[src/alloc_pkg.sv]
`default_nettype none

package alloc_pkg;

    // ========================================
    // Sizes
    // ========================================
    localparam int PTR_WID        = 6;
    localparam int N_BUF          = 2**PTR_WID;
    localparam int BUF_SIZE       = 64;
    localparam int MAX_FRAME_SIZE = 2048;
    localparam int META_WID       = 4;
    localparam int CREDITS        = 4;
    localparam int CNT_WID        = 16;

    typedef logic [PTR_WID-1:0]                  ptr_t;
    typedef logic [$clog2(BUF_SIZE)-1:0]         buf_size_t;
    typedef logic [$clog2(MAX_FRAME_SIZE+1)-1:0] frame_size_t;
    typedef logic [META_WID-1:0]                 meta_t;
    typedef logic [CNT_WID-1:0]                  cnt_t;

    // ========================================
    // Structs
    // ========================================

    // One buffer handed in by the writer
    typedef struct packed {
        logic      eof;
        buf_size_t size;
        meta_t     meta;
        logic      err;
    } store_t;

    // Descriptor as kept in the RAM
    typedef struct packed {
        ptr_t      next;
        logic      eof;
        buf_size_t size;
        meta_t     meta;
        logic      err;
    } desc_t;

    // One gathered buffer going out to the reader
    typedef struct packed {
        ptr_t      ptr;
        logic      eof;
        buf_size_t size;
        meta_t     meta;
        logic      err;
    } load_t;

    typedef struct packed {
        logic  wr;
        ptr_t  addr;
        desc_t wdata;
    } mem_req_t;

    typedef enum logic [1:0] {
        SC_IDLE,
        SC_LINK,
        SC_LAST
    } scatter_state_t;

    typedef enum logic [1:0] {
        GA_IDLE,
        GA_READ,
        GA_WAIT,
        GA_SEND
    } gather_state_t;

endpackage

`default_nettype wire

[src/alloc_free_list.sv]
`timescale 1ns/1ps
`default_nettype none

module alloc_free_list (
    input  logic            clk,
    input  logic            reset,
    input  logic            pop,
    output alloc_pkg::ptr_t pop_ptr,
    output logic            avail,
    input  logic            push,
    input  alloc_pkg::ptr_t push_ptr,
    output logic            init_done,
    output alloc_pkg::cnt_t alloc_cnt,
    output alloc_pkg::cnt_t dealloc_cnt,
    output alloc_pkg::cnt_t active_cnt
);
    import alloc_pkg::*;

    ptr_t             fifo_mem [N_BUF];
    ptr_t             head;
    ptr_t             tail;
    logic [PTR_WID:0] count;
    logic             wr_en;
    ptr_t             wr_data;

    // During init each slot gets its own index
    assign wr_en   = !init_done || push;
    assign wr_data = init_done ? push_ptr : tail;

    always_ff @(posedge clk) begin
        if (wr_en) begin
            fifo_mem[tail] <= wr_data;
        end
    end

    assign pop_ptr = fifo_mem[head];
    assign avail   = (count != '0);

    always_ff @(posedge clk) begin
        if (reset) begin
            head      <= '0;
            tail      <= '0;
            count     <= '0;
            init_done <= 1'b0;
        end else begin
            if (wr_en) begin
                tail <= tail + 1'b1;
            end
            if (pop) begin
                head <= head + 1'b1;
            end
            case ({wr_en, pop})
                2'b10:   count <= count + 1'b1;
                2'b01:   count <= count - 1'b1;
                default: ;
            endcase
            // Last fill write this cycle
            if (!init_done && tail == ptr_t'(N_BUF-1)) begin
                init_done <= 1'b1;
            end
        end
    end

    // ========================================
    // Statistics
    // ========================================
    always_ff @(posedge clk) begin
        if (reset) begin
            alloc_cnt   <= '0;
            dealloc_cnt <= '0;
        end else begin
            if (pop) begin
                alloc_cnt <= alloc_cnt + 1'b1;
            end
            if (push) begin
                dealloc_cnt <= dealloc_cnt + 1'b1;
            end
        end
    end

    assign active_cnt = alloc_cnt - dealloc_cnt;

endmodule

`default_nettype wire

[src/alloc_scatter.sv]
`timescale 1ns/1ps
`default_nettype none

module alloc_scatter (
    input  logic                   clk,
    input  logic                   reset,
    input  logic                   init_done,
    input  logic                   store_valid,
    output logic                   store_rdy,
    input  alloc_pkg::store_t      store_in,
    output logic                   pop,
    input  alloc_pkg::ptr_t        pop_ptr,
    input  logic                   avail,
    output logic                   mem_req,
    input  logic                   mem_gnt,
    output alloc_pkg::mem_req_t    mem_cmd,
    output logic                   frame_valid,
    output alloc_pkg::ptr_t        frame_ptr,
    output alloc_pkg::frame_size_t frame_size
);
    import alloc_pkg::*;

    scatter_state_t state;
    logic           have_prev;
    ptr_t           prev_ptr;
    store_t         prev_buf;
    ptr_t           head_ptr;
    frame_size_t    size_acc;
    frame_size_t    buf_bytes;
    ptr_t           wr_addr;
    desc_t          wr_desc;
    logic           accept;

    assign store_rdy = init_done && avail && (state == SC_IDLE);
    assign accept    = store_valid && store_rdy;
    assign pop       = accept;

    // Non-final buffers always count as full
    assign buf_bytes = store_in.eof ? frame_size_t'(store_in.size) : frame_size_t'(BUF_SIZE);

    assign mem_req = (state != SC_IDLE);
    assign mem_cmd = '{wr: 1'b1, addr: wr_addr, wdata: wr_desc};

    assign frame_ptr  = head_ptr;
    assign frame_size = size_acc;

    // ========================================
    // Control
    // ========================================
    always_ff @(posedge clk) begin
        if (reset) begin
            state       <= SC_IDLE;
            have_prev   <= 1'b0;
            frame_valid <= 1'b0;
        end else begin
            frame_valid <= 1'b0;
            case (state)
                SC_IDLE: begin
                    if (accept) begin
                        have_prev <= !store_in.eof;
                        if (have_prev) begin
                            state <= SC_LINK;
                        end else if (store_in.eof) begin
                            state <= SC_LAST;
                        end
                    end
                end
                SC_LINK: begin
                    // prev_buf already holds the new buffer here
                    if (mem_gnt) begin
                        state <= prev_buf.eof ? SC_LAST : SC_IDLE;
                    end
                end
                SC_LAST: begin
                    if (mem_gnt) begin
                        state       <= SC_IDLE;
                        frame_valid <= 1'b1;
                    end
                end
                default: state <= SC_IDLE;
            endcase
        end
    end

    // Held descriptor, write command and frame totals
    always_ff @(posedge clk) begin
        if (accept) begin
            prev_ptr <= pop_ptr;
            prev_buf <= store_in;
            if (have_prev) begin
                wr_addr  <= prev_ptr;
                wr_desc  <= '{next: pop_ptr, eof: prev_buf.eof, size: prev_buf.size,
                              meta: prev_buf.meta, err: prev_buf.err};
                size_acc <= size_acc + buf_bytes;
            end else begin
                head_ptr <= pop_ptr;
                size_acc <= buf_bytes;
                wr_addr  <= pop_ptr;
                wr_desc  <= '{next: '0, eof: store_in.eof, size: store_in.size,
                              meta: store_in.meta, err: store_in.err};
            end
        end else if (state == SC_LINK && mem_gnt) begin
            // Tail descriptor of the frame
            wr_addr <= prev_ptr;
            wr_desc <= '{next: '0, eof: prev_buf.eof, size: prev_buf.size,
                         meta: prev_buf.meta, err: prev_buf.err};
        end
    end

endmodule

`default_nettype wire

[src/alloc_gather.sv]
`timescale 1ns/1ps
`default_nettype none

module alloc_gather (
    input  logic                clk,
    input  logic                reset,
    input  logic                load_req_valid,
    output logic                load_req_rdy,
    input  alloc_pkg::ptr_t     load_req_ptr,
    output logic                mem_req,
    input  logic                mem_gnt,
    output alloc_pkg::mem_req_t mem_cmd,
    input  logic                rd_valid,
    input  alloc_pkg::desc_t    rd_data,
    output logic                push,
    output alloc_pkg::ptr_t     push_ptr,
    output logic                load_valid,
    output alloc_pkg::load_t    load_out,
    input  logic                load_credit
);
    import alloc_pkg::*;

    typedef logic [$clog2(CREDITS+1)-1:0] credit_t;

    gather_state_t state;
    ptr_t          cur_ptr;
    credit_t       credit;
    logic          req_accept;

    assign req_accept = load_req_valid && load_req_rdy;

    assign mem_req = (state == GA_READ);
    assign mem_cmd = '{wr: 1'b0, addr: cur_ptr, wdata: '0};

    // Buffer goes back to the free list as soon as its descriptor is read
    assign push     = (state == GA_WAIT) && rd_valid;
    assign push_ptr = cur_ptr;

    assign load_valid = (state == GA_SEND) && (credit != '0);

    // ========================================
    // Control
    // ========================================
    always_ff @(posedge clk) begin
        if (reset) begin
            state        <= GA_IDLE;
            load_req_rdy <= 1'b0;
        end else begin
            case (state)
                GA_IDLE: begin
                    if (req_accept) begin
                        state <= GA_READ;
                    end
                end
                GA_READ: begin
                    if (mem_gnt) begin
                        state <= GA_WAIT;
                    end
                end
                GA_WAIT: begin
                    if (rd_valid) begin
                        state <= GA_SEND;
                    end
                end
                GA_SEND: begin
                    if (load_valid) begin
                        state <= load_out.eof ? GA_IDLE : GA_READ;
                    end
                end
                default: state <= GA_IDLE;
            endcase
            load_req_rdy <= (state == GA_IDLE) && !req_accept;
        end
    end

    // Credit counter
    always_ff @(posedge clk) begin
        if (reset) begin
            credit <= credit_t'(CREDITS);
        end else begin
            case ({load_valid, load_credit})
                2'b10:   credit <= credit - 1'b1;
                2'b01:   credit <= credit + 1'b1;
                default: ;
            endcase
        end
    end

    always_ff @(posedge clk) begin
        if (req_accept) begin
            cur_ptr <= load_req_ptr;
        end else if (push) begin
            cur_ptr <= rd_data.next;
        end
        if (push) begin
            load_out <= '{ptr: cur_ptr, eof: rd_data.eof, size: rd_data.size,
                          meta: rd_data.meta, err: rd_data.err};
        end
    end

endmodule

`default_nettype wire

[src/desc_mem_arb.sv]
`timescale 1ns/1ps
`default_nettype none

module desc_mem_arb (
    input  logic                clk,
    input  logic                reset,
    input  logic                sc_req,
    input  alloc_pkg::mem_req_t sc_cmd,
    output logic                sc_gnt,
    input  logic                ga_req,
    input  alloc_pkg::mem_req_t ga_cmd,
    output logic                ga_gnt,
    output logic                ram_en,
    output alloc_pkg::mem_req_t ram_cmd,
    output logic                rd_valid
);

    // Set when gather had the last grant
    logic last_ga;

    // On a tie the side not granted last wins
    assign sc_gnt = sc_req && (!ga_req || last_ga);
    assign ga_gnt = ga_req && !sc_gnt;

    assign ram_en  = sc_gnt || ga_gnt;
    assign ram_cmd = ga_gnt ? ga_cmd : sc_cmd;

    always_ff @(posedge clk) begin
        if (reset) begin
            last_ga  <= 1'b0;
            rd_valid <= 1'b0;
        end else begin
            if (sc_gnt) begin
                last_ga <= 1'b0;
            end else if (ga_gnt) begin
                last_ga <= 1'b1;
            end
            // RAM read data lands one cycle after the grant
            rd_valid <= ram_en && !ram_cmd.wr;
        end
    end

endmodule

`default_nettype wire

[src/desc_ram.sv]
`timescale 1ns/1ps
`default_nettype none

module desc_ram (
    input  logic                clk,
    input  logic                en,
    input  alloc_pkg::mem_req_t cmd,
    output alloc_pkg::desc_t    rd_data
);
    import alloc_pkg::*;

    desc_t mem [N_BUF];

    // Single port, so a cycle is either a write or a read
    always_ff @(posedge clk) begin
        if (en) begin
            if (cmd.wr) begin
                mem[cmd.addr] <= cmd.wdata;
            end else begin
                rd_data <= mem[cmd.addr];
            end
        end
    end

endmodule

`default_nettype wire

[src/alloc_sg_top.sv]
`timescale 1ns/1ps
`default_nettype none

module alloc_sg_top (
    input  logic                   clk,
    input  logic                   reset,
    input  logic                   store_valid,
    output logic                   store_rdy,
    input  alloc_pkg::store_t      store_in,
    output logic                   frame_valid,
    output alloc_pkg::ptr_t        frame_ptr,
    output alloc_pkg::frame_size_t frame_size,
    input  logic                   load_req_valid,
    output logic                   load_req_rdy,
    input  alloc_pkg::ptr_t        load_req_ptr,
    output logic                   load_valid,
    output alloc_pkg::load_t       load_out,
    input  logic                   load_credit,
    output logic                   init_done,
    output alloc_pkg::cnt_t        alloc_cnt,
    output alloc_pkg::cnt_t        dealloc_cnt,
    output alloc_pkg::cnt_t        active_cnt
);
    import alloc_pkg::*;

    logic     pop;
    ptr_t     pop_ptr;
    logic     avail;
    logic     push;
    ptr_t     push_ptr;
    logic     sc_req;
    logic     sc_gnt;
    mem_req_t sc_cmd;
    logic     ga_req;
    logic     ga_gnt;
    mem_req_t ga_cmd;
    logic     ram_en;
    mem_req_t ram_cmd;
    logic     rd_valid;
    desc_t    rd_data;

    alloc_free_list i_free_list (
        .clk         (clk),
        .reset       (reset),
        .pop         (pop),
        .pop_ptr     (pop_ptr),
        .avail       (avail),
        .push        (push),
        .push_ptr    (push_ptr),
        .init_done   (init_done),
        .alloc_cnt   (alloc_cnt),
        .dealloc_cnt (dealloc_cnt),
        .active_cnt  (active_cnt)
    );

    alloc_scatter i_scatter (
        .clk         (clk),
        .reset       (reset),
        .init_done   (init_done),
        .store_valid (store_valid),
        .store_rdy   (store_rdy),
        .store_in    (store_in),
        .pop         (pop),
        .pop_ptr     (pop_ptr),
        .avail       (avail),
        .mem_req     (sc_req),
        .mem_gnt     (sc_gnt),
        .mem_cmd     (sc_cmd),
        .frame_valid (frame_valid),
        .frame_ptr   (frame_ptr),
        .frame_size  (frame_size)
    );

    alloc_gather i_gather (
        .clk            (clk),
        .reset          (reset),
        .load_req_valid (load_req_valid),
        .load_req_rdy   (load_req_rdy),
        .load_req_ptr   (load_req_ptr),
        .mem_req        (ga_req),
        .mem_gnt        (ga_gnt),
        .mem_cmd        (ga_cmd),
        .rd_valid       (rd_valid),
        .rd_data        (rd_data),
        .push           (push),
        .push_ptr       (push_ptr),
        .load_valid     (load_valid),
        .load_out       (load_out),
        .load_credit    (load_credit)
    );

    desc_mem_arb i_arb (
        .clk      (clk),
        .reset    (reset),
        .sc_req   (sc_req),
        .sc_cmd   (sc_cmd),
        .sc_gnt   (sc_gnt),
        .ga_req   (ga_req),
        .ga_cmd   (ga_cmd),
        .ga_gnt   (ga_gnt),
        .ram_en   (ram_en),
        .ram_cmd  (ram_cmd),
        .rd_valid (rd_valid)
    );

    desc_ram i_desc_ram (
        .clk     (clk),
        .en      (ram_en),
        .cmd     (ram_cmd),
        .rd_data (rd_data)
    );

endmodule

`default_nettype wire

[config.mk]
export PLATFORM = sky130hd
export DESIGN_NAME = alloc_sg_top
export DESIGN_NICKNAME = d
export VERILOG_FILES = /design/src/alloc_pkg.sv /design/src/alloc_free_list.sv /design/src/alloc_scatter.sv /design/src/alloc_gather.sv /design/src/desc_mem_arb.sv /design/src/desc_ram.sv /design/src/alloc_sg_top.sv
export SDC_FILE = /design/constraint.sdc
export NUM_CORES = 2
export LEC_CHECK = 0
export BUFFER_PORTS_ARGS = -buffer_cell sky130_fd_sc_hd__buf_2
export CORE_MARGIN = 3
export CORE_UTILIZATION = 30
export DETAILED_ROUTE_END_ITERATION = 8
export PLACE_DENSITY_LB_ADDON = 0.3
export SLEW_MARGIN = 40
export SYNTH_ARGS = -nofsm -noshare
export SYNTH_HDL_FRONTEND = slang
export SYNTH_HIERARCHICAL = 1
export SYNTH_SLANG_ARGS = --single-unit
[constraint.sdc]
create_clock -name clk -period 6.9 [get_ports clk]
set_input_delay 1.38 -clock clk [delete_from_list [all_inputs] [get_ports clk]]
set_output_delay 1.38 -clock clk [all_outputs]
set_load 0.05 [all_outputs]
==> impl_metrics.tcl <==
set metrics [dict create \
    cts_made_buffers 182 \
    crit_type "flip-flop to primary output" \
    die_area_mm2 0.234 \
    wire_per_inst_um 26.3 \
    combPwrFrac 0.135 \
    dp.cells 6984 \
    crit_required_ps 5520 \
    core_area_mm2 0.226 \
    synth_cell_types 95 \
    critical_path.startpoint_type "flip-flop" \
    dpl.hpwl_um 115000 \
    critPathMaxStageDelay_ps 450 \
    cts_root_buf "clkbuf_16" \
    cts_hold_repair.buffers 0 \
    synth_area_mm2 0.0685 \
    cts_tree "done" \
    htreeDepth 4 \
    end_kind "primary output" \
    first_pass_iters 6 \
    total_leakage_power_nw 24.4 \
    min_path_cells 2 \
    io_pins 112 \
    clock_path_buffers 3 \
    worstMarginPinSlew_ps 865 \
    timing_max_transition_violations_final 0 \
    syn-instance-count 4053 \
    die_x_um 484 \
    post-cts-setup-buffers 0 \
    final_cell_mix "edfxtp_1, a221oi_1, clkbuf_16, mux2_2, nor2_1" \
    max_slew_margin 0.417 \
    synth_area_per_cell_um2 16.9 \
    hold_violations 0 \
    cp_top_family "compound AO/OA/AOI/OAI gates" \
    power.internal_w 0.0179 \
    antenna_found_initial 12 \
    cp_max_fo 5 \
    tns_ps 0 \
    grt_pass1_wl_um 279000 \
    critPathBufInv 2 \
    seq_power_share 0.485 \
    drc 0 \
    r2r_cells 12 \
    worstReg2RegEnd "i_desc_ram/rd_data[6]$_DFFE_PP_" \
    layout_commonest_cell "edfxtp_1" \
    synth-edff-count 1638 \
    clk_pin_slew_ps 60 \
    fin_crit_sh 0.764 \
    grt_setup_unrepaired "no" \
    status "completed" \
    power_density_mw_per_mm2 312 \
    grtUsageTotal 0.161 \
    ys_ff_latch 1708 \
    post_drt_via_cell_ratio 5.30 \
    clock_sinks 1708 \
    syn2layout_area_growth_pct 14.8 \
    final_cells 7328 \
    clock_skew_ps 57.9 \
    grt_pass1_vias 38000 \
    synth-async-reset-ratio 0 \
    overflow 0 \
    place_congestion 0.865 \
    port_buffers 111 \
    die_y_um 484 \
    min_from "i_free_list/head[5]$_SDFFE_PP0P_" \
    cp.arrival_ps 3890 \
    ir_worst_vdd_v 0.000219 \
    start_util 0.303 \
    rows 174 \
    p_sw_frac 0.270 \
    whs_endpoint "i_free_list/head[5]$_SDFFE_PP0P_" \
    crit_chain "ha_1 -> inv_1 -> fa_1 -> a211oi_1 -> o21ai_0 -> a31oi_1 -> o311ai_0 -> a21oi_1 -> xnor2_1 -> buf_2" \
    layout.nets 4238 \
    cts_resized 0 \
    routed_wl_um 193000 \
    max_freq_mhz 190 \
    grt_max_degree 115 \
    insertion_delay_ps 820 \
    vias 38900 \
    postRouteAntennaNets 0 \
    min_path_type "flip-flop to flip-flop" \
    drive_gt1_frac 0.210 \
    drtIter0Drc 4130 \
    synthFlopType "edfxtp_1" \
    p_switching_w 0.00663 \
    clkPwrFrac 0.379 \
    yosysWarnings 6 \
    cp_slowest_cell "dfxtp_1" \
    final.min_clock_period_ps 5270 \
    ys_seq_area_frac 0.739 \
    cap_violations 0 \
    setup_viol 0 \
    worst-r2r-setup-slack_ps 1660 \
    r2r_start "i_scatter/state[0]$_SDFFE_PP0P_" \
]
metrics by stage:
stage / setup slack [ps] / util / cell area [µm²] / hold slack, ps / total power (W)
2_1_floorplan: 2560 / - / 68500 / 400 / 0.0139
3_3_place_gp: 1500 / 0.321 / 72500 / 477 / 0.0153
3_5_place_dp: 1760 / 0.323 / 72800 / 485 / 0.0154
4_1_cts: 1610 / 0.348 / 78500 / 496 / 0.0247
5_1_grt: 1350 / 0.348 / 78500 / 531 / 0.0253
6_report: 1630 / 0.348 / 78600 / 492 / 0.0245
Yosys cell counts (9+ instances only):
cell      count  share of area
edfxtp_1   1638           0.72
nor2_1      235          0.013
mux2_2      191          0.031
a221oi_1    190          0.024
nand2_1     186          0.010
a22oi_1     163          0.018
clkbuf_1    140         0.0077
o22ai_1     111          0.010
mux4_2      110          0.036
a21oi_1      98         0.0072
buf_2        79         0.0058
dfxtp_1      70          0.020
nand3_1      58         0.0042
mux2i_1      54         0.0079
o21ai_0      42         0.0031
inv_1        40         0.0022
nand3b_1     40         0.0044
a31oi_1      39         0.0036
buf_4        37         0.0041
ha_1         35         0.0064
or3b_2       35         0.0045
xnor2_1      33         0.0042
nand2b_1     31         0.0028
a211oi_1     30         0.0033
nand4_1      29         0.0027
xor2_1       26         0.0033
buf_1        24         0.0013
and2_1       22         0.0020
nor3_1       22         0.0016
mux4_1       21         0.0081
nor2b_1      20         0.0018
and3_1       17         0.0016
nor3b_1      12         0.0013
nor4_1       12         0.0011
a32oi_1      11         0.0014
nor4b_1       9         0.0012
o31a_1        9         0.0012
sequential cells by signal (all words and copies together), names as in the netlist, 12 cells and up, named ones only:
name                     flops
i_desc_ram/mem            1152
i_free_list/fifo_mem       384
i_desc_ram/rd_data          18
i_gather/load_out           18
i_scatter/mem_cmd           18
i_free_list/alloc_cnt       16
i_free_list/dealloc_cnt     16
i_scatter/frame_size        12
i_scatter/prev_buf          12
kinds of logic (layout without fill, tap and decap cells):
family                     count (synthesis)  count (layout)  synth area share
DFF                                     1708            1708             0.739
adders and majority gates                 38              38           0.00727
and+or+nand+nor                          772             772            0.0574
other                                      2              31          0.000110
AOI/OAI and AO/OA                        757             757            0.0806
buffers and inverters                    335             589            0.0234
muxes                                    382             382            0.0846
xor gates and xnor gates                  59              59           0.00755
worst max-delay path by stage:
stage                                                       start                          endpoint  cells after the start
after floorplan           i_free_list/dealloc_cnt[0]$_SDFFE_PP0P_                    active_cnt[12]                      8
after global placement            i_scatter/state[0]$_SDFFE_PP0P_   i_desc_ram/rd_data[6]$_DFFE_PP_                     12
after detailed placement          i_scatter/state[0]$_SDFFE_PP0P_  i_desc_ram/rd_data[11]$_DFFE_PP_                     12
after CTS                 i_free_list/dealloc_cnt[0]$_SDFFE_PP0P_                    active_cnt[14]                     10
after global routing      i_free_list/dealloc_cnt[0]$_SDFFE_PP0P_                    active_cnt[14]                     10
final                     i_free_list/dealloc_cnt[0]$_SDFFE_PP0P_                    active_cnt[14]                     10
worst register-to-register path: cells and delay by family (launching register included):
family	cells	cell delay, ps
DFF	1	350
muxes	2	980
buffers and inverters	4	1670
and+or+nand+nor	3	640
AOI/OAI and AO/OA	3	1290
power by group through the flow:
stage                     Combinational (W)  Sequential (W)  Clock, W
after floorplan                     0.00187          0.0120         0
after global placement              0.00321          0.0121         0
after detailed placement            0.00329          0.0121         0
after CTS                           0.00329          0.0119   0.00952
after global routing                0.00349          0.0119   0.00994
final                               0.00332          0.0119   0.00930
per-layer routing:
layer	GRT usage	vias up	wire length, µm
li1	-	16600	-
met4	0.0464	4	5260
met2	0.250	1637	88300
met1	0.227	20300	83300
met3	0.0344	301	16000
met5	0	-	23
cell type report:
type / instances / area, µm²
Timing Repair Buffer: 213 / 1490
Sequential cell: 1708 / 50600
Tap cell: 2992 / 3740
Antenna cell: 11 / 27.5
Fill cell: 21200 / 147000
Multi-Input combinational cell: 2028 / 16900
Clock inverter: 95 / 848
Inverter: 44 / 171
Clock buffer: 237 / 4790
Note: power is estimated with default switching activity, not from simulation.
